## src/hdl/ifu_pkg.sv

```systemverilog
// ----------------------------------------------------------
// Instruction fetch unit shared definitions
// Widths, queue sizing, enums and bus structs
// ----------------------------------------------------------
`default_nettype none

package ifu_pkg;

    // ------------------------------------------------------
    // Widths and sizes
    // ------------------------------------------------------
    localparam int XLEN        = 32;
    localparam int IMEM_DWIDTH = 32;
    localparam int HWORD_W     = IMEM_DWIDTH / 2;

    localparam int Q_SIZE_HALF = 4;                          // Queue depth in halfwords
    localparam int Q_SIZE_WORD = Q_SIZE_HALF / 2;
    localparam int Q_ADR_W     = $clog2(Q_SIZE_HALF);
    localparam int Q_PTR_W     = Q_ADR_W + 1;                // Extra bit tells full from empty
    localparam int Q_OCPD_W    = $clog2(Q_SIZE_HALF + 1);
    localparam int Q_FREE_W_W  = $clog2(Q_SIZE_WORD + 1);    // Free word count

    localparam int TXN_CNT_W   = 3;                          // Full at all ones

    // ------------------------------------------------------
    // Enums
    // ------------------------------------------------------
    typedef enum logic {
        FETCH_IDLE,
        FETCH_ACTIVE
    } fetch_state_e;

    typedef enum logic [1:0] {
        RESP_NONE,
        RESP_OK,
        RESP_ERR
    } mem_resp_e;

    typedef enum logic [1:0] {
        WE_NONE,
        WE_FULL,                                             // Both halves of rdata
        WE_HI                                                // Upper half only
    } q_we_e;

    // Named as <upper half>_<lower half> of the response data
    typedef enum logic [2:0] {
        NONE,
        RVI_HI_RVI_LO,
        RVC_RVC,
        RVI_LO_RVC,
        RVC_RVI_HI,
        RVI_LO_RVI_HI,
        RVC_NV,                                              // Lower half skipped
        RVI_LO_NV
    } rdata_ident_e;

    // ------------------------------------------------------
    // Structs
    // ------------------------------------------------------
    typedef struct packed {
        mem_resp_e              code;
        logic [IMEM_DWIDTH-1:0] rdata;
    } imem_resp_s;

    typedef struct packed {
        q_we_e                  we;
        logic [IMEM_DWIDTH-1:0] data;
        logic                   err;
    } q_wr_s;

    typedef struct packed {
        logic [IMEM_DWIDTH-1:0] instr;                       // RVC is zero-extended
        logic                   imem_err;
        logic                   err_rvi_hi;
    } ifu_instr_s;

endpackage

`default_nettype wire

```

## src/hdl/fetch_requester.sv

```systemverilog
// ----------------------------------------------------------
// Fetch requester
// Fetch FSM, memory request address and tracking of reads
// in flight, including stale reads to be discarded
// ----------------------------------------------------------
`timescale 1ns/100ps
`default_nettype none

module fetch_requester import ifu_pkg::*; (
    input  wire logic                    clk,
    input  wire logic                    rst_n,
    input  wire logic                    new_pc_req,
    input  wire logic [XLEN-1:0]         new_pc,
    input  wire logic                    stop_fetch,
    input  wire logic                    imem_ack,
    input  wire mem_resp_e               resp_code,
    input  wire logic [Q_FREE_W_W-1:0]   q_free_words,
    output logic                         imem_req,
    output logic [XLEN-1:0]              imem_addr,
    output logic                         resp_keep,
    output logic                         ifu_busy
);

    fetch_state_e          state;
    logic [XLEN-1:2]       addr_r;
    logic [XLEN-1:2]       addr_base;
    logic [TXN_CNT_W-1:0]  txn_cnt;          // Accepted, not yet answered
    logic [TXN_CNT_W-1:0]  discard_cnt;
    logic [TXN_CNT_W-1:0]  discard_cnt_next;
    logic [TXN_CNT_W-1:0]  vd_txn_cnt;
    logic                  txn_full;
    logic                  discard;
    logic                  req_acc;
    logic                  resp_any;
    logic                  err_kept;

    assign resp_any   = (resp_code == RESP_OK) | (resp_code == RESP_ERR);
    assign discard    = |discard_cnt;
    assign resp_keep  = resp_any & ~discard;
    assign err_kept   = resp_keep & (resp_code == RESP_ERR);
    assign txn_full   = &txn_cnt;
    assign vd_txn_cnt = txn_cnt - discard_cnt;   // Reads whose data will be kept

    // ------------------------------------------------------
    // Memory request
    // ------------------------------------------------------
    assign imem_req = (new_pc_req & ~txn_full)
                    | ((state == FETCH_ACTIVE) & ~txn_full
                       & (TXN_CNT_W'(q_free_words) > vd_txn_cnt));

    assign req_acc   = imem_req & imem_ack;
    assign addr_base = new_pc_req ? new_pc[XLEN-1:2] : addr_r;
    assign imem_addr = {addr_base, 2'b00};

    always_ff @(posedge clk or negedge rst_n) begin
        if (!rst_n) begin
            addr_r <= '0;
        end else if (req_acc) begin
            addr_r <= addr_base + 1'b1;          // Next word
        end else if (new_pc_req) begin
            addr_r <= new_pc[XLEN-1:2];
        end
    end

    // ------------------------------------------------------
    // In-flight and discard counters
    // ------------------------------------------------------
    always_ff @(posedge clk or negedge rst_n) begin
        if (!rst_n) begin
            txn_cnt <= '0;
        end else begin
            case ({req_acc, resp_any})
                2'b10:   txn_cnt <= txn_cnt + 1'b1;
                2'b01:   txn_cnt <= txn_cnt - 1'b1;
                default: txn_cnt <= txn_cnt;     // None or both
            endcase
        end
    end

    always_comb begin
        discard_cnt_next = discard_cnt;
        if (new_pc_req) begin
            // Everything still out belongs to the old stream
            discard_cnt_next = txn_cnt - TXN_CNT_W'(resp_any);
        end else if (err_kept) begin
            discard_cnt_next = req_acc ? txn_cnt : txn_cnt - 1'b1;  // All reads left over
        end else if (resp_any & discard) begin
            discard_cnt_next = discard_cnt - 1'b1;
        end
    end

    always_ff @(posedge clk or negedge rst_n) begin
        if (!rst_n) begin
            discard_cnt <= '0;
        end else begin
            discard_cnt <= discard_cnt_next;
        end
    end

    // ------------------------------------------------------
    // Fetch FSM
    // ------------------------------------------------------
    always_ff @(posedge clk or negedge rst_n) begin
        if (!rst_n) begin
            state <= FETCH_IDLE;
        end else begin
            case (state)
                FETCH_IDLE: begin
                    if (new_pc_req & ~stop_fetch) begin
                        state <= FETCH_ACTIVE;
                    end
                end
                FETCH_ACTIVE: begin
                    if (stop_fetch | (err_kept & ~new_pc_req)) begin
                        state <= FETCH_IDLE;
                    end
                end
                default: state <= FETCH_IDLE;
            endcase
        end
    end

    assign ifu_busy = (state == FETCH_ACTIVE);

    a_discard_range: assert property (
        @(posedge clk) disable iff (!rst_n)
        discard_cnt <= txn_cnt
    ) else $error("Discard counter exceeds reads in flight");

    a_addr_aligned: assert property (
        @(posedge clk) disable iff (!rst_n)
        imem_req |-> (imem_addr[1:0] == 2'b00)
    ) else $error("Unaligned instruction memory request");

endmodule

`default_nettype wire

```

## src/hdl/ifu_top.sv

```systemverilog
// ----------------------------------------------------------
// Instruction fetch unit top level
// Connects requester, classifier and queue to the memory
// and decoder ports
// ----------------------------------------------------------
`timescale 1ns/100ps
`default_nettype none

module ifu_top import ifu_pkg::*; (
    input  wire logic              clk,
    input  wire logic              rst_n,
    // Instruction memory
    output logic                   imem_req,
    output logic [XLEN-1:0]        imem_addr,
    input  wire logic              imem_ack,
    input  wire imem_resp_s        imem_resp,
    // Control
    input  wire logic              new_pc_req,
    input  wire logic [XLEN-1:0]   new_pc,
    input  wire logic              stop_fetch,
    output logic                   ifu_busy,
    // Decoder
    output logic                   instr_valid,
    output ifu_instr_s             instr,
    input  wire logic              instr_ready
);

    logic                   resp_keep;
    logic                   q_flush;
    logic [Q_FREE_W_W-1:0]  q_free_words;
    q_wr_s                  q_wr;

    assign q_flush = new_pc_req | stop_fetch;     // Old stream is dropped

    fetch_requester u_requester (
        .clk          (clk),
        .rst_n        (rst_n),
        .new_pc_req   (new_pc_req),
        .new_pc       (new_pc),
        .stop_fetch   (stop_fetch),
        .imem_ack     (imem_ack),
        .resp_code    (imem_resp.code),
        .q_free_words (q_free_words),
        .imem_req     (imem_req),
        .imem_addr    (imem_addr),
        .resp_keep    (resp_keep),
        .ifu_busy     (ifu_busy)
    );

    resp_classifier u_classifier (
        .clk        (clk),
        .rst_n      (rst_n),
        .new_pc_req (new_pc_req),
        .new_pc_hw  (new_pc[1]),
        .resp       (imem_resp),
        .resp_keep  (resp_keep),
        .q_wr       (q_wr)
    );

    instr_queue u_queue (
        .clk          (clk),
        .rst_n        (rst_n),
        .flush        (q_flush),
        .q_wr         (q_wr),
        .instr_ready  (instr_ready),
        .instr_valid  (instr_valid),
        .instr        (instr),
        .q_free_words (q_free_words)
    );

endmodule

`default_nettype wire

```

## src/hdl/instr_queue.sv

```systemverilog
// ----------------------------------------------------------
// Instruction queue
// Halfword queue that rebuilds RVC/RVI instructions and
// hands them to the decoder with their fault flags
// ----------------------------------------------------------
`timescale 1ns/100ps
`default_nettype none

module instr_queue import ifu_pkg::*; (
    input  wire logic                   clk,
    input  wire logic                   rst_n,
    input  wire logic                   flush,
    input  wire q_wr_s                  q_wr,
    input  wire logic                   instr_ready,
    output logic                        instr_valid,
    output ifu_instr_s                  instr,
    output logic [Q_FREE_W_W-1:0]       q_free_words
);

    logic [HWORD_W-1:0]   q_data [Q_SIZE_HALF];
    logic                 q_err  [Q_SIZE_HALF];

    logic [Q_PTR_W-1:0]   q_rptr;
    logic [Q_PTR_W-1:0]   q_rptr_next;
    logic [Q_PTR_W-1:0]   q_wptr;
    logic [Q_ADR_W-1:0]   rd_idx0;
    logic [Q_ADR_W-1:0]   rd_idx1;
    logic [Q_ADR_W-1:0]   wr_idx0;
    logic [Q_ADR_W-1:0]   wr_idx1;
    logic [Q_OCPD_W-1:0]  q_ocpd;
    logic [Q_OCPD_W-1:0]  q_ocpd_rd;        // Occupancy after this cycle's read
    logic [Q_OCPD_W-1:0]  q_free_h;
    logic [1:0]           rd_step;
    logic [1:0]           wr_step;
    logic                 q_empty;

    logic [HWORD_W-1:0]   data_head;
    logic [HWORD_W-1:0]   data_next;
    logic                 err_head;
    logic                 err_next;
    logic                 head_rvi;

    // ------------------------------------------------------
    // Pointers and occupancy
    // ------------------------------------------------------
    assign rd_idx0 = q_rptr[Q_ADR_W-1:0];
    assign rd_idx1 = rd_idx0 + 1'b1;
    assign wr_idx0 = q_wptr[Q_ADR_W-1:0];
    assign wr_idx1 = wr_idx0 + 1'b1;

    assign q_empty = (q_rptr == q_wptr);
    assign q_ocpd  = Q_OCPD_W'(q_wptr - q_rptr);

    always_comb begin
        rd_step = 2'd0;
        if (instr_valid & instr_ready) begin
            rd_step = (~head_rvi | err_head) ? 2'd1 : 2'd2;
        end
    end

    always_comb begin
        case (q_wr.we)
            WE_FULL: wr_step = 2'd2;
            WE_HI:   wr_step = 2'd1;
            default: wr_step = 2'd0;
        endcase
    end

    assign q_rptr_next  = q_rptr + Q_PTR_W'(rd_step);
    assign q_ocpd_rd    = Q_OCPD_W'(q_wptr - q_rptr_next);
    assign q_free_h     = Q_OCPD_W'(Q_SIZE_HALF) - q_ocpd_rd;
    assign q_free_words = Q_FREE_W_W'(q_free_h >> 1);

    always_ff @(posedge clk or negedge rst_n) begin
        if (!rst_n) begin
            q_rptr <= '0;
            q_wptr <= '0;
        end else if (flush) begin
            q_rptr <= '0;
            q_wptr <= '0;
        end else begin
            q_rptr <= q_rptr_next;
            q_wptr <= q_wptr + Q_PTR_W'(wr_step);
        end
    end

    // ------------------------------------------------------
    // Storage
    // ------------------------------------------------------
    always_ff @(posedge clk) begin
        if (!flush) begin
            case (q_wr.we)
                WE_HI: begin
                    q_data[wr_idx0] <= q_wr.data[IMEM_DWIDTH-1:HWORD_W];
                    q_err[wr_idx0]  <= q_wr.err;
                end
                WE_FULL: begin
                    q_data[wr_idx0] <= q_wr.data[HWORD_W-1:0];
                    q_err[wr_idx0]  <= q_wr.err;
                    q_data[wr_idx1] <= q_wr.data[IMEM_DWIDTH-1:HWORD_W];
                    q_err[wr_idx1]  <= q_wr.err;
                end
                default: ;
            endcase
        end
    end

    // ------------------------------------------------------
    // Decoder side
    // ------------------------------------------------------
    assign data_head = q_data[rd_idx0];
    assign data_next = q_data[rd_idx1];
    assign err_head  = q_err[rd_idx0];
    assign err_next  = q_err[rd_idx1];
    assign head_rvi  = &data_head[1:0];

    always_comb begin
        instr_valid      = 1'b0;
        instr.imem_err   = 1'b0;
        instr.err_rvi_hi = 1'b0;
        if (!q_empty) begin
            if (q_ocpd == Q_OCPD_W'(1)) begin
                instr_valid    = ~head_rvi | err_head;    // RVI waits for its tail
                instr.imem_err = err_head;
            end else begin
                instr_valid      = 1'b1;
                instr.imem_err   = err_head | (head_rvi & err_next);
                instr.err_rvi_hi = ~err_head & head_rvi & err_next;
            end
        end
    end

    assign instr.instr = head_rvi ? {data_next, data_head} : IMEM_DWIDTH'(data_head);

    a_no_overflow: assert property (
        @(posedge clk) disable iff (!rst_n)
        (!flush && q_wr.we != WE_NONE) |-> (q_ocpd_rd + wr_step <= Q_SIZE_HALF)
    ) else $error("Instruction queue overflow");

    a_rvi_hi_fault: assert property (
        @(posedge clk) disable iff (!rst_n)
        (instr_valid && instr.err_rvi_hi) |-> instr.imem_err
    ) else $error("Upper-half fault without access fault");

endmodule

`default_nettype wire

```

## src/hdl/resp_classifier.sv

```systemverilog
// ----------------------------------------------------------
// Response classifier
// Sorts each kept response into RVC/RVI halves and builds
// the matching queue write
// ----------------------------------------------------------
`timescale 1ns/100ps
`default_nettype none

module resp_classifier import ifu_pkg::*; (
    input  wire logic        clk,
    input  wire logic        rst_n,
    input  wire logic        new_pc_req,
    input  wire logic        new_pc_hw,
    input  wire imem_resp_s  resp,
    input  wire logic        resp_keep,
    output q_wr_s            q_wr
);

    logic          rvi_part2;          // Next lower half is the tail of an RVI
    logic          rvi_part2_next;
    logic          unaligned;          // Skip lower half of first response
    logic          resp_ok;
    logic          resp_err;
    logic          hi_rvi;
    logic          lo_rvi;
    rdata_ident_e  ident;

    assign resp_ok  = resp.code == RESP_OK;
    assign resp_err = resp.code == RESP_ERR;
    assign hi_rvi   = &resp.rdata[HWORD_W+1:HWORD_W];
    assign lo_rvi   = &resp.rdata[1:0];

    always_comb begin
        ident = NONE;
        if (resp_keep & resp_ok) begin
            if (unaligned) begin
                ident = hi_rvi ? RVI_LO_NV : RVC_NV;
            end else if (rvi_part2) begin
                ident = hi_rvi ? RVI_LO_RVI_HI : RVC_RVI_HI;
            end else if (lo_rvi) begin
                ident = RVI_HI_RVI_LO;
            end else begin
                ident = hi_rvi ? RVI_LO_RVC : RVC_RVC;
            end
        end
    end

    assign rvi_part2_next = (ident == RVI_LO_NV) | (ident == RVI_LO_RVI_HI)
                          | (ident == RVI_LO_RVC);

    always_ff @(posedge clk or negedge rst_n) begin
        if (!rst_n) begin
            rvi_part2 <= 1'b0;
            unaligned <= 1'b0;
        end else if (new_pc_req) begin
            rvi_part2 <= 1'b0;
            unaligned <= new_pc_hw;
        end else if (resp_keep) begin
            rvi_part2 <= rvi_part2_next;
            unaligned <= 1'b0;
        end
    end

    // Queue write
    always_comb begin
        q_wr.we = WE_NONE;
        if (resp_keep & resp_err) begin
            q_wr.we = WE_FULL;                 // Both halves carry the fault
        end else begin
            case (ident)
                NONE:              q_wr.we = WE_NONE;
                RVC_NV, RVI_LO_NV: q_wr.we = WE_HI;
                default:           q_wr.we = WE_FULL;
            endcase
        end
    end

    assign q_wr.data = resp.rdata;
    assign q_wr.err  = resp_err;

endmodule

`default_nettype wire

```

## config.mk

```make
export PLATFORM = sky130hd
export DESIGN_NAME = ifu_top
export DESIGN_NICKNAME = d
export VERILOG_FILES = /design/src/hdl/ifu_pkg.sv /design/src/hdl/fetch_requester.sv /design/src/hdl/ifu_top.sv /design/src/hdl/instr_queue.sv /design/src/hdl/resp_classifier.sv
export SDC_FILE = /design/constraint.sdc
export NUM_CORES = 1
export LEC_CHECK = 0
export BUFFER_PORTS_ARGS = -buffer_cell sky130_fd_sc_hd__buf_4
export CORE_ASPECT_RATIO = 0.9
export CORE_MARGIN = 3
export CORE_UTILIZATION = 30
export CTS_BUF_LIST = sky130_fd_sc_hd__clkbuf_16
export CTS_CLUSTER_DIAMETER = 40
export CTS_CLUSTER_SIZE = 14
export DETAILED_ROUTE_END_ITERATION = 8
export HOLD_SLACK_MARGIN = 0.1
export SLEW_MARGIN = 20
export SYNTH_ARGS = -nofsm -noshare
export SYNTH_HDL_FRONTEND = slang
export SYNTH_HIERARCHICAL = 1
export SYNTH_SLANG_ARGS = --single-unit
```

## constraint.sdc

```tcl
create_clock -name clk -period 10.3 [get_ports clk]
set_input_delay 0.515 -clock clk [delete_from_list [all_inputs] [get_ports clk]]
set_output_delay 0.515 -clock clk [all_outputs]
set_load 0.005 [all_outputs]
```

==> summary.md, run 1 <==
| Metric | Value |
|---|---|
| Min Tclk post-route | slightly above 6 ns |
| CP Max Fanout | 40 |
| I/O Buffers | about 140 |
| Hold Crit Class | in -> async |
| Placed Cells | 978 |
| Final ANT Viol Nets | 0 |
| Post-Syn Area | 7431 µm² |
| Critical Path RT | 10.54 ns |
| Ys flop type | edfxtp_1 |
| Vias in the first global route | 4874 |
| Yosys warns | 6 |
| Post-synth top area cell | edfxtp_1 |
| Simple-gate portion of the synthesized area | approximately 11% |
| First-pass GRT wire length | 26590 µm |
| Number of placed I/O pins | 141 |
| RR Startpoint | u_queue/q_rptr[0] |
| Setup violations, final | 0 |
| DR pass1 iterations | 4 |
| Tightest Pin Transition | between 0.7 and 0.8 ns |
| Synth Area in XOR/XNOR | 5.035% |
| Synth Area per Inst | about 13 µm² |
| WS Path Type | reg -> reg |
| TritonCTS buffer count | 9 |
| Reg2reg setup slack | 4.13 ns |
| Initial antenna violation count | 0 |
| Synth unique cells | 61 |
| Share of synthesized flip-flops with an asynchronous set or reset | 39.29% |
| Nets | around 800 |
| Placed wire-length estimate | roughly 12000 µm |
| Fin Setup TNS | 0 ns |
| R2R cell count | 20 |
| Clock transition at path regs | ~0.08 ns |
| Setup Skew | 0.008970 ns |
| Synth Area in Compound Gates | 5.203% |
| Pre-CTS setup slack | 4.080 ns |
| DP Area | approximately 8500 µm² |
| Adder-cell share of the synthesized area | 4.277% |
| Slew Viols, Final | 0 |
| Max cap viols | 0 |
| Cell leakage power | ~3.5 nW |
| CTS Root Cell | clkbuf_16 |
| Tot GR Track Use | 12.65% |
| Clock latency on the worst-skew pair | 0.35 ns |
| Final period util | between 50% and 60% |
| CTS resizes | 0 |
| Wirelength per Cell | 17.12 µm |
| Die width | roughly 170 µm |
| Most common cell in the synthesized netlist | mux2_2 |
| Setup bufs post-CTS | 0 |
| DRT iter0 DRCs | 242 |
| Vias per inst | 4.937 |
| Max Buffers Root-to-Sink | 2 |
| Residual overflow from global routing | 0 |
| # hold bufs at CTS | 0 |
| Hold slack final | 0.1676 ns |
| Row count | 53 |
| Max-slew headroom | 47.97% |
| Seq/Total Area, Yosys | roughly 42% |
| Pwr/cell area | 141.3 nW/µm² |
| Post-synth EDFFs | 68 |
| Die area | 26700 µm² |
| Final hold violation count | 0 |
| Clk sinks | 112 |
| FILL cells | 2341 |
| RSZ-0062 raised after global routing | no |
| Post-synth top cells | mux2_2 (88), edfxtp_1 (68), dfrtp_1 (44) |
| Top cells by area, synth | edfxtp_1 (27%), dfrtp_1 (15%), mux2_2 (13%), mux4_2 (8.8%), buf_4 (4.1%) |
| GP Congestion | about 0.75 |
| Die Span Y | 155.3 µm |
| Largest family of logic cells by synthesized area | multiplexers |
| Area Growth Syn to Fin | 18.66% |
| Mapped Cells | 594 |
| Final instance area | 8817 µm² |
| Share of layout cells above drive strength 1 | 43.64% |
| Starting Density | 31.13% |
| PnR worst setup slack | 4.129 ns |
| Post-Route WL | 17010 µm |
| Largest net degree at the start of global routing | 70 |
| Post-route DRC | 0 |
| Share of the synthesized area in the top cell type | 27.48% |
| H-Tree Depth | 3 |
| Synthesized flop and latch total | roughly 110 |
| Max frequency | 162.0 MHz |
| CP arrival | 6.41 ns |
| Mux cell area share after synthesis | approximately a quarter |
| N_diodes | 0 |
| Via count | ~5000 |
| Critical Path Source Type | register |
| Core ar. | 23870 µm² |
| R2R Path End | u_requester/addr_r[15] |
| Outcome | finished, final reports clean |
| CTS tree | built |
| Post-Layout Cell Count | about 1000 |
| Crit. End Element | register |
| Worst vdd ir | between 0.1 and 0.15 mV |
stage by stage:
step                power, mW  utilization [%]
finish                  1.246            36.93
global route            1.336            36.93
CTS                     1.268            36.84
detailed placement     0.8959            35.52
global placement       0.8933            35.52
floorplan              0.7938                -
where the power goes:
| group | switching (mW) | internal (mW) |
|---|---|---|
| clock network | 0.187 | 0.175 |
| logic | 0.168 | 0.175 |
| registers | 0.0285 | 0.511 |
| total | 0.384 | 0.862 |
per-layer routing:
| layer | vias to the layer above | GRT usage (%) | share of wire (%) |
|---|---|---|---|
| li1 | 2360 | - | - |
| met1 | 2427 | 17.45 | 46 |
| met2 | 105 | 20.64 | 48 |
| met3 | 15 | 2.185 | 4.2 |
| met4 | 0 | 3.307 | 1.5 |
| met5 | - | 0 | 0 |
cell families (layout without fill, tap and decap cells):
kind of cell / count (synthesis) / count (layout)
adder cells (fa/ha/maj): 23 / 23
multiplexers: 133 / 133
flip-flops: 112 / 112
buffers and inverters: 93 / 190
AND/OR/NAND/NOR: 140 / 140
AO/OA/AOI/OAI: 51 / 51
other: 1 / 2
XOR/XNOR: 41 / 41
area by class of cell:
| type | count | area, µm² | area share [%] |
|---|---|---|---|
| Clock inverter | 7 | 90.09 | 1.022 |
| Inverter | 30 | 112.6 | 1.277 |
| Sequential cell | 112 | 3144 | 35.66 |
| Clock buffer | 9 | 225.2 | 2.554 |
| Timing Repair Buffer | 144 | 1081 | 12.26 |
| Tap cell | 302 | 377.9 | 4.286 |
| Multi-Input combinational cell | 390 | 3786 | 42.94 |
worst max-delay path, cell delays in order, from the launching register on:
cell	delay, ns
dfrtp_1	0.33
buf_4	0.43
mux4_1	0.95
and2_4	0.30
and2_4	0.16
nor3b_2	0.17
ha_1	0.16
inv_1	0.05
fa_1	0.50
inv_1	0.05
ha_1	0.27
ha_1	0.21
xor2_1	0.15
xnor2_1	0.14
xnor2_1	0.17
ha_1	0.31
nand2b_1	0.09
a211oi_2	0.44
nand4_2	0.52
or3b_1	0.54
xnor2_1	0.13
how the worst max path moves through the flow:
stage	startpoint	to	slack [ns]	cells after the start
floorplan	u_queue/q_rptr[1]	u_requester/txn_cnt[2]	5.31	23
global placement	u_queue/q_rptr[0]	u_requester/addr_r[15]	4.09	20
detailed placement	u_queue/q_rptr[0]	u_requester/addr_r[15]	4.08	20
CTS	u_queue/q_rptr[0]	u_requester/addr_r[15]	4.05	20
global route	u_queue/q_rptr[0]	u_requester/addr_r[15]	3.72	20
finish	u_queue/q_rptr[0]	u_requester/addr_r[15]	4.13	20
state kept, by name, indices dropped and copies added (netlist names):
name and flops:
u_queue/q_rptr 3, u_requester/discard_cnt 3, u_queue/q_err 4, u_queue/q_data 64
u_requester/ifu_busy 1, u_requester/addr_r 30, u_queue/q_wptr 3, u_requester/txn_cnt 3
u_classifier/unaligned 1
placed cells by master (no fill, tap or decap), drive strengths merged, types with 7 or more instances in the layout:
cell	instances
nand2	29
nand3	10
mux2i	15
ha	19
xnor2	23
nand4b	7
nor3	13
nor2b	7
nor2	23
edfxtp	68
mux4	30
dfrtp	44
and3	16
nand4	9
inv	32
clkbuf	9
a21oi	11
xor2	17
mux2	88
o21ai	10
buf	144
(Power assumes the default switching activity.)
==> run 2: changes to the inputs <==
--- a/config.mk
+++ b/config.mk
@@ -5,6 +5,7 @@
 export SDC_FILE = /design/constraint.sdc
 export NUM_CORES = 1
 export LEC_CHECK = 0
+export ABC_AREA = 1
 export BUFFER_PORTS_ARGS = -buffer_cell sky130_fd_sc_hd__buf_4
 export CORE_ASPECT_RATIO = 0.9
 export CORE_MARGIN = 3
==> constraint.sdc (replaced) <==
create_clock -name clk -period 5.7 [get_ports clk]
set_input_delay 0.285 -clock clk [delete_from_list [all_inputs] [get_ports clk]]
set_output_delay 0.285 -clock clk [all_outputs]
set_load 0.005 [all_outputs]
==> summary.md, run 2 <==
| Metric | Value |
|---|---|
| Outcome | finished, final reports clean |
| Yosys warns | 6 (unchanged) |
| CTS tree | built |
| Number of placed I/O pins | 141 (unchanged) |
| Vias in the first global route | 6873 (+41%) |
| Busiest grt layer | met2 |
| Setup Skew | 0.01265 ns (+0.003682 ns) |
| Clock share of power | 27.6% (-1.5 points) |
| Post-route DRC | 0 (unchanged) |
| Post-synth top cells | nand2_1 (345), o21ai_0 (119), inv_1 (107) |
| Row count | 56 (+5.7%) |
| Die Span Y | 162.7 µm (+4.8%) |
| Die area | 29300 µm² (+9.8%) |
| Multi-input logic area | 4104 µm² (+8.4%) |
| Final ANT Viol Nets | 0 (unchanged) |
| Tot GR Track Use | 15.64% (+3.0 points) |
| Commonest non-fill, non-tap cell in the layout | nand2_1 |
| DP Area | 9239 µm² (+9.0%) |
| Post-synth top area cell | edfxtp_1 |
| Min Tclk post-route | 5.296 ns (-0.8753 ns) |
| Core ar. | 26490 µm² (+11%) |
| Post-Route WL | 23690 µm (+39%) |
| Flop pwr share | 42.1% (-1.2 points) |
| Slowest CP cell | dfrtp_1 |
| NetSw | 0.8141 mW (+110%) |
| DRT iter0 DRCs | 499 (+110%) |
| Clock transition at path regs | 0.08 ns (about the same) |
| Max reg flops | 64 (unchanged) |
| CP Max Fanout | 25 (-38%) |
| Vias per inst | 4.801 (-2.8%) |
| Fin Setup TNS | 0 ns (unchanged) |
| Pre-CTS setup slack | 0.4926 ns (-3.588 ns) |
| Max Buffers Root-to-Sink | 2 (unchanged) |
| GR Util met1 | 20.48% (+3.0 points) |
| Most common cell in the synthesized netlist | nand2_1 |
| Post-synth EDFFs | 68 (unchanged) |
| Share of layout cells above drive strength 1 | 20.14% (-24 points) |
| Largest registers | u_queue/q_data (64), u_requester/addr_r (30), u_queue/q_err (4) |
| Area Growth Syn to Fin | 16.83% |
| Pwr/cell area | 246.6 nW/µm² (+75%) |
| Seq. cell area | 3143 µm² (about the same) |
| Share of synthesized flip-flops with an asynchronous set or reset | 39.29% (unchanged) |
| Max cap viols | 0 (unchanged) |
| Via count | 7345 (+50%) |
| M3 GR Usage | 2.434% (+0.25 points) |
| Synth Area per Inst | 7.474 µm² (-40%) |
| Largest net degree at the start of global routing | 51 (-27%) |
| # hold bufs at CTS | 2 (+2) |
| Critical Path RT | 5.90 ns (-4.64 ns) |
| Sw frac | 34.52% (+3.7 points) |
| Nets | 1272 (+63%) |
| Tightest Pin Transition | 1.070 ns (+0.2920 ns) |
| Worst path cell trace | inv_2, ha_1, nand2_1, nor2_1, inv_1, nand3_1, inv_1, ha_1, inv_1, fa_1, inv_1, ha_1, ha_1, xnor2_1, xor2_1, ha_1, nand2_1, nand3_1, nor2_1, nand2_1, nand2_1, nand2_2, inv_1, o21ai_0 |
| Setup violations, final | 0 (unchanged) |
| Setup bufs post-CTS | 0 (unchanged) |
| Placed wire-length estimate | 17630 µm (+52%) |
| TritonCTS buffer count | 9 (unchanged) |
| Starting Density | 30.90% (-0.23 points) |
| WS Path Type | reg -> reg |
| Final period util | 92.91% (+33 points) |
| Final hold violation count | 0 (unchanged) |
| Clk sinks | 112 (unchanged) |
| Worst vdd ir | 0.1484 mV (+35%) |
| N_diodes | 0 (unchanged) |
| DR pass1 iterations | 5 (+1) |
| I/O Buffers | 137 (unchanged) |
| Top cells by area, synth | edfxtp_1 (25%), nand2_1 (16%), dfrtp_1 (13%), o21ai_0 (7.3%), inv_1 (4.9%) |
| CTS Root Cell | clkbuf_16 |
| H-Tree Depth | 3 (unchanged) |
| Wirelength per Cell | 15.48 µm (-9.6%) |
| Max frequency | 188.8 MHz (+17%) |
| CP arrival | 5.49 ns (-0.92 ns) |
| Max-slew headroom | 28.26% (-20 points) |
| GP Congestion | 0.8616 (+15%) |
| Met2 Use GR | 27.14% (+6.5 points) |
| Cell leakage power | 4.327 nW (+25%) |
| Synth unique cells | 43 (-30%) |
| Post-Syn Area | 8184 µm² (+10%) |
| Mapped Cells | 1095 (+84%) |
| Critical Path Source Type | register |
| Die width | 180.1 µm (+4.8%) |
| Clock latency on the worst-skew pair | 0.36 ns (about the same) |
| Most frequent cells in the layout | nand2_1 (345), buf_4 (149), o21ai_0 (119) |
| Slew Viols, Final | 0 (unchanged) |
| Crit. End Element | register |
| Residual overflow from global routing | 0 (unchanged) |
| Power Internal | 1.544 mW (+79%) |
| Slowest stage delay, CP | 0.65 ns (-0.30 ns) |
| Register bank with the most flops | u_queue/q_data |
| RSZ-0062 raised after global routing | no |
| Initial antenna violation count | 0 (unchanged) |
| Synthesized flop and latch total | 112 (unchanged) |
| Seq/Total Area, Yosys | 38.40% (-3.9 points) |
| CTS resizes | 0 (unchanged) |
| FILL cells | 2788 (+19%) |
| First-pass GRT wire length | 36760 µm (+38%) |
| Final instance area | 9562 µm² (+8.4%) |
| Share of the synthesized area in the top cell type | 24.95% (-2.5 points) |
| Ys flop type | edfxtp_1 |
| Logic pwr share | 30.3% (+2.7 points) |
| PnR worst setup slack | 0.4043 ns (-3.725 ns) |
| Hold Crit Class | in -> reg |
[run 2: cell families after synthesis]
kind of cell	share of synthesized area [%]
DFF	38.40
xor gates and xnor gates	2.354
buffers and inverters	11.74
adders and majority gates	3.883
and+or+nand+nor	26.27
other	0.04582
AOI/OAI and AO/OA	17.31
[run 2: cell type report]
cell class | instances | area share [%]
Clock buffer | 9 | 2.355
Clock inverter | 7 | 0.8113
Inverter | 116 | 4.580
Multi-Input combinational cell | 787 | 42.92
Sequential cell | 112 | 32.87
Tap cell | 348 | 4.554
Timing Repair Buffer | 151 | 11.91
[run 2: power by group through the flow]
stage / sequential, mW / combinational, mW / clock (mW)
after floorplan: 0.993 / 0.510 / 0
final: 0.993 / 0.714 / 0.651
after global placement: 1.01 / 0.704 / 0
after CTS: 0.993 / 0.716 / 0.673
after detailed placement: 1.01 / 0.710 / 0
after global routing: 1.00 / 0.814 / 0.698
[run 2: per-layer routing]
layer | share of wire, % | vias up | wire length, µm
li1 | - | 3716 | -
met1 | 45 | 3356 | 10760
met2 | 48 | 246 | 11270
met3 | 5.4 | 27 | 1288
met4 | 1.6 | 0 | 370
met5 | 0 | - | 0
[run 2: worst paths after layout]
check,from,to,slack [ns],cells past startpoint
setup / recovery,u_queue/q_rptr[1],u_requester/addr_r[18],0.40,24
hold reg to reg,u_requester/discard_cnt[1],u_requester/discard_cnt[1],0.48,2
hold / removal,new_pc[1],u_classifier/unaligned,0.16,2
max in group asynchronous,rst_n,u_requester/addr_r[5],4.79,2
min in group asynchronous,rst_n,u_requester/addr_r[17],0.49,2
setup reg to reg,u_queue/q_rptr[1],u_requester/addr_r[18],0.40,24
[run 2: critical path, delay by kind of cell, from the launching register on]
kind / cells / cell delay (ns)
adders and majority gates: 6 / 1.67
DFF: 1 / 0.65
buffers and inverters: 6 / 1.22
xor gates and xnor gates: 2 / 0.38
AOI/OAI and AO/OA: 1 / 0.26
and+or+nand+nor: 9 / 0.95
[run 2: metrics by stage]
stage	hold WS (ns)	instances	util [%]	total power, mW
after detailed placement	0.3480	1512	34.88	1.718
after floorplan	-0.01059	1096	-	1.503
final	0.1573	1530	36.10	2.358
after CTS	0.1496	1530	36.10	2.382
after global routing	0.1485	1530	36.10	2.516
after global placement	0.3435	1512	34.88	1.714
==> run 3: changes to the inputs <==
==> constraint.sdc (replaced) <==
create_clock -name clk -period 5.7 [get_ports clk]
set_input_delay 0.285 -clock clk [delete_from_list [all_inputs] [get_ports clk]]
set_output_delay 0.285 -clock clk [all_outputs]
set_load 0.1 [all_outputs]
==> summary.md, run 3 (same netlist as run 2, synthesis figures left out) <==
| Metric | Value |
|---|---|
| Setup bufs post-CTS | 0 (unchanged) |
| Critical Path Source Type | register |
| Share of layout cells above drive strength 1 | 20.14% (unchanged) |
| Clock transition at path regs | 0.08 ns (about the same) |
| DR pass1 iterations | 5 (unchanged) |
| Vias in the first global route | 7022 (+2.2%) |
| Nets | 1272 (unchanged) |
| H-Tree Depth | 3 (unchanged) |
| Clock share of power | 25.3% (-2.3 points) |
| Max frequency | 191.0 MHz (+1.1%) |
| DRT iter0 DRCs | 458 (-8.2%) |
| Pwr/cell area | 280.7 nW/µm² (+14%) |
| R2R cell count | 25 (+4.2%) |
| CTS tree | built |
| Pre-CTS setup slack | 0.5673 ns (+0.07474 ns) |
| Critical Path RT | 5.98 ns (+0.08 ns) |
| CTS resizes | 0 (unchanged) |
| Row count | 56 (unchanged) |
| Initial antenna violation count | 0 (unchanged) |
| Slowest CP cell | dfrtp_1 |
| Die area | 29300 µm² (unchanged) |
| First-pass GRT wire length | 37000 µm (+0.67%) |
| Sw frac | 41.07% (+6.5 points) |
| Crit path depth | 25 (+4.2%) |
| Tightest Pin Transition | 1.035 ns (-0.03503 ns) |
| Hold slack final | 0.1600 ns (+0.002727 ns) |
| NetSw | 1.104 mW (+36%) |
| Top layer in use | met4 |
| CP Max Fanout | 25 (unchanged) |
| Final hold violation count | 0 (unchanged) |
| Post-Route WL | 23530 µm (-0.68%) |
| GP Congestion | 0.8602 (-0.16%) |
| Tot GR Track Use | 15.71% (+0.071 points) |
| Largest net degree at the start of global routing | 51 (unchanged) |
| Flop pwr share | 37.0% (-5.1 points) |
| Min Tclk post-route | 5.236 ns (-0.06011 ns) |
| N_diodes | 0 (unchanged) |
| Worst vdd ir | 0.1767 mV (+19%) |
| Commonest non-fill, non-tap cell in the layout | nand2_1 |
| Routed wl met2 | 11000 µm (-2.4%) |
| PnR worst setup slack | 0.4644 ns (+0.06011 ns) |
| Post-route DRC | 0 (unchanged) |
| Clock latency on the worst-skew pair | 0.36 ns (about the same) |
| Wirelength per Cell | 15.38 µm (-0.68%) |
| Max Buffers Root-to-Sink | 2 (unchanged) |
| Outcome | finished, final reports clean |
| R2R Path End | u_requester/addr_r[10] |
| Largest registers | u_queue/q_data (64), u_requester/addr_r (30), u_queue/q_err (4) |
| Area Growth Syn to Fin | 16.95% |
| Vias per inst | 4.766 (-0.72%) |
| Logic pwr share | 37.8% (+7.5 points) |
| Most frequent cells in the layout | nand2_1 (345), buf_4 (149), o21ai_0 (119) |
| Via count | 7292 (-0.72%) |
| Die width | 180.1 µm (unchanged) |
| Number of placed I/O pins | 141 (unchanged) |
| Slowest stage delay, CP | 0.65 ns (about the same) |
| Core ar. | 26490 µm² (unchanged) |
| Die Span Y | 162.7 µm (unchanged) |
| CTS Root Cell | clkbuf_16 |
| Worst Setup SP | u_queue/q_rptr[1] |
| Placed wire-length estimate | 17560 µm (-0.41%) |
| I/O Buffers | 137 (unchanged) |
| Setup violations, final | 0 (unchanged) |
| Crit. End Element | register |
| Max-slew headroom | 30.61% (+2.3 points) |
| WS Path Type | reg -> reg |
| Total power | 2.687 mW (+14%) |
| RSZ-0062 raised after global routing | no |
| Hold Crit Class | in -> reg |
| Reg2reg setup slack | 0.46 ns (+0.06 ns) |
| Fin Setup TNS | 0 ns (unchanged) |
| Worst path bufs/invs | 6 (unchanged) |
| Max cap viols | 0 (unchanged) |
| CP delay by family, top | adder cells |
| Power Internal | 1.583 mW (+2.5%) |
| Wl on met1 | 10970 µm (+2.0%) |
| Starting Density | 30.90% (unchanged) |
| Slew Viols, Final | 0 (unchanged) |
| TritonCTS buffer count | 9 (unchanged) |
| End of the critical path | u_requester/addr_r[10] |
| Clk sinks | 112 (unchanged) |
| Cell leakage power | 4.334 nW (+0.16%) |
| CP arrival | 5.51 ns (+0.02 ns) |
| Final ANT Viol Nets | 0 (unchanged) |
| Met3 routed WL | 1151 µm (-11%) |
| Register bank with the most flops | u_queue/q_data |
| Final period util | 91.85% (-1.1 points) |
| Setup Skew | 0.01199 ns (-0.0006633 ns) |
| Max reg flops | 64 (unchanged) |
| RR Startpoint | u_queue/q_rptr[1] |
| Residual overflow from global routing | 0 (unchanged) |
[run 3: worst min-delay path by stage]
stage	end	cells past startpoint	slack [ns]	start
after floorplan	u_classifier/unaligned	0	-0.01	rst_n
after global placement	u_requester/addr_r[27]	1	0.35	rst_n
after detailed placement	u_requester/addr_r[27]	1	0.35	rst_n
after CTS	u_classifier/unaligned	2	0.15	new_pc[1]
after global routing	u_classifier/unaligned	2	0.16	new_pc[1]
final	u_classifier/unaligned	2	0.16	new_pc[1]
[run 3: stage by stage]
step | instance area, µm² | instances | util, %
floorplan | 8188 | 1096 | -
global placement | 9239 | 1512 | 34.88
detailed placement | 9239 | 1512 | 34.88
CTS | 9572 | 1530 | 36.14
global route | 9572 | 1530 | 36.14
finish | 9572 | 1530 | 36.14
[run 3: per-layer routing]
metal	GRT usage, %	vias to the layer above
met5	0	-
met4	4.604	0
met3	2.322	28
met2	26.99	223
met1	20.70	3319
li1	-	3722
[run 3: cell type report]
type                       count  area, µm²
clock buffer                   9      225.2
clock inverter                 7      87.58
fill                        2739      16910
inverter                     116      437.9
multi-input combinational    787       4104
sequential                   112       3143
tap                          348      435.4
timing repair buffer         151       1139
[run 3: worst reg2reg max path, cell delays in order, from the launching register on]
cell and delay [ns]:
dfrtp_1 0.65, inv_2 0.31, ha_1 0.38, nand2_1 0.05, nor2_1 0.17, inv_1 0.10, nand3_1 0.09, inv_1 0.05
ha_1 0.16, inv_1 0.06, fa_1 0.45, inv_1 0.08, ha_1 0.22, ha_1 0.21, xnor2_1 0.13, xor2_1 0.17
ha_1 0.32, nand2_1 0.07, nand3_1 0.06, nor2_1 0.10, nand2_1 0.06, nand2_1 0.16, nand2_2 0.17, inv_1 0.64
nand2_1 0.12, a21oi_1 0.19
[run 3: power groups by stage]
| stage | combinational, mW | sequential (mW) | clock [mW] |
|---|---|---|---|
| after floorplan | 0.806 | 0.997 | 0 |
| after global placement | 1.01 | 1.01 | 0 |
| after detailed placement | 1.02 | 1.01 | 0 |
| after CTS | 1.02 | 0.992 | 0.693 |
| after global routing | 1.13 | 1.01 | 0.730 |
| final | 1.01 | 0.994 | 0.679 |
[run 3: what timing repair did]
| action | CTS | global route |
|---|---|---|
| hold buffers | 2 | 0 |
| endpoints found under the setup margin | 0 | 0 |
| hold endpoints to repair | 45 | 0 |
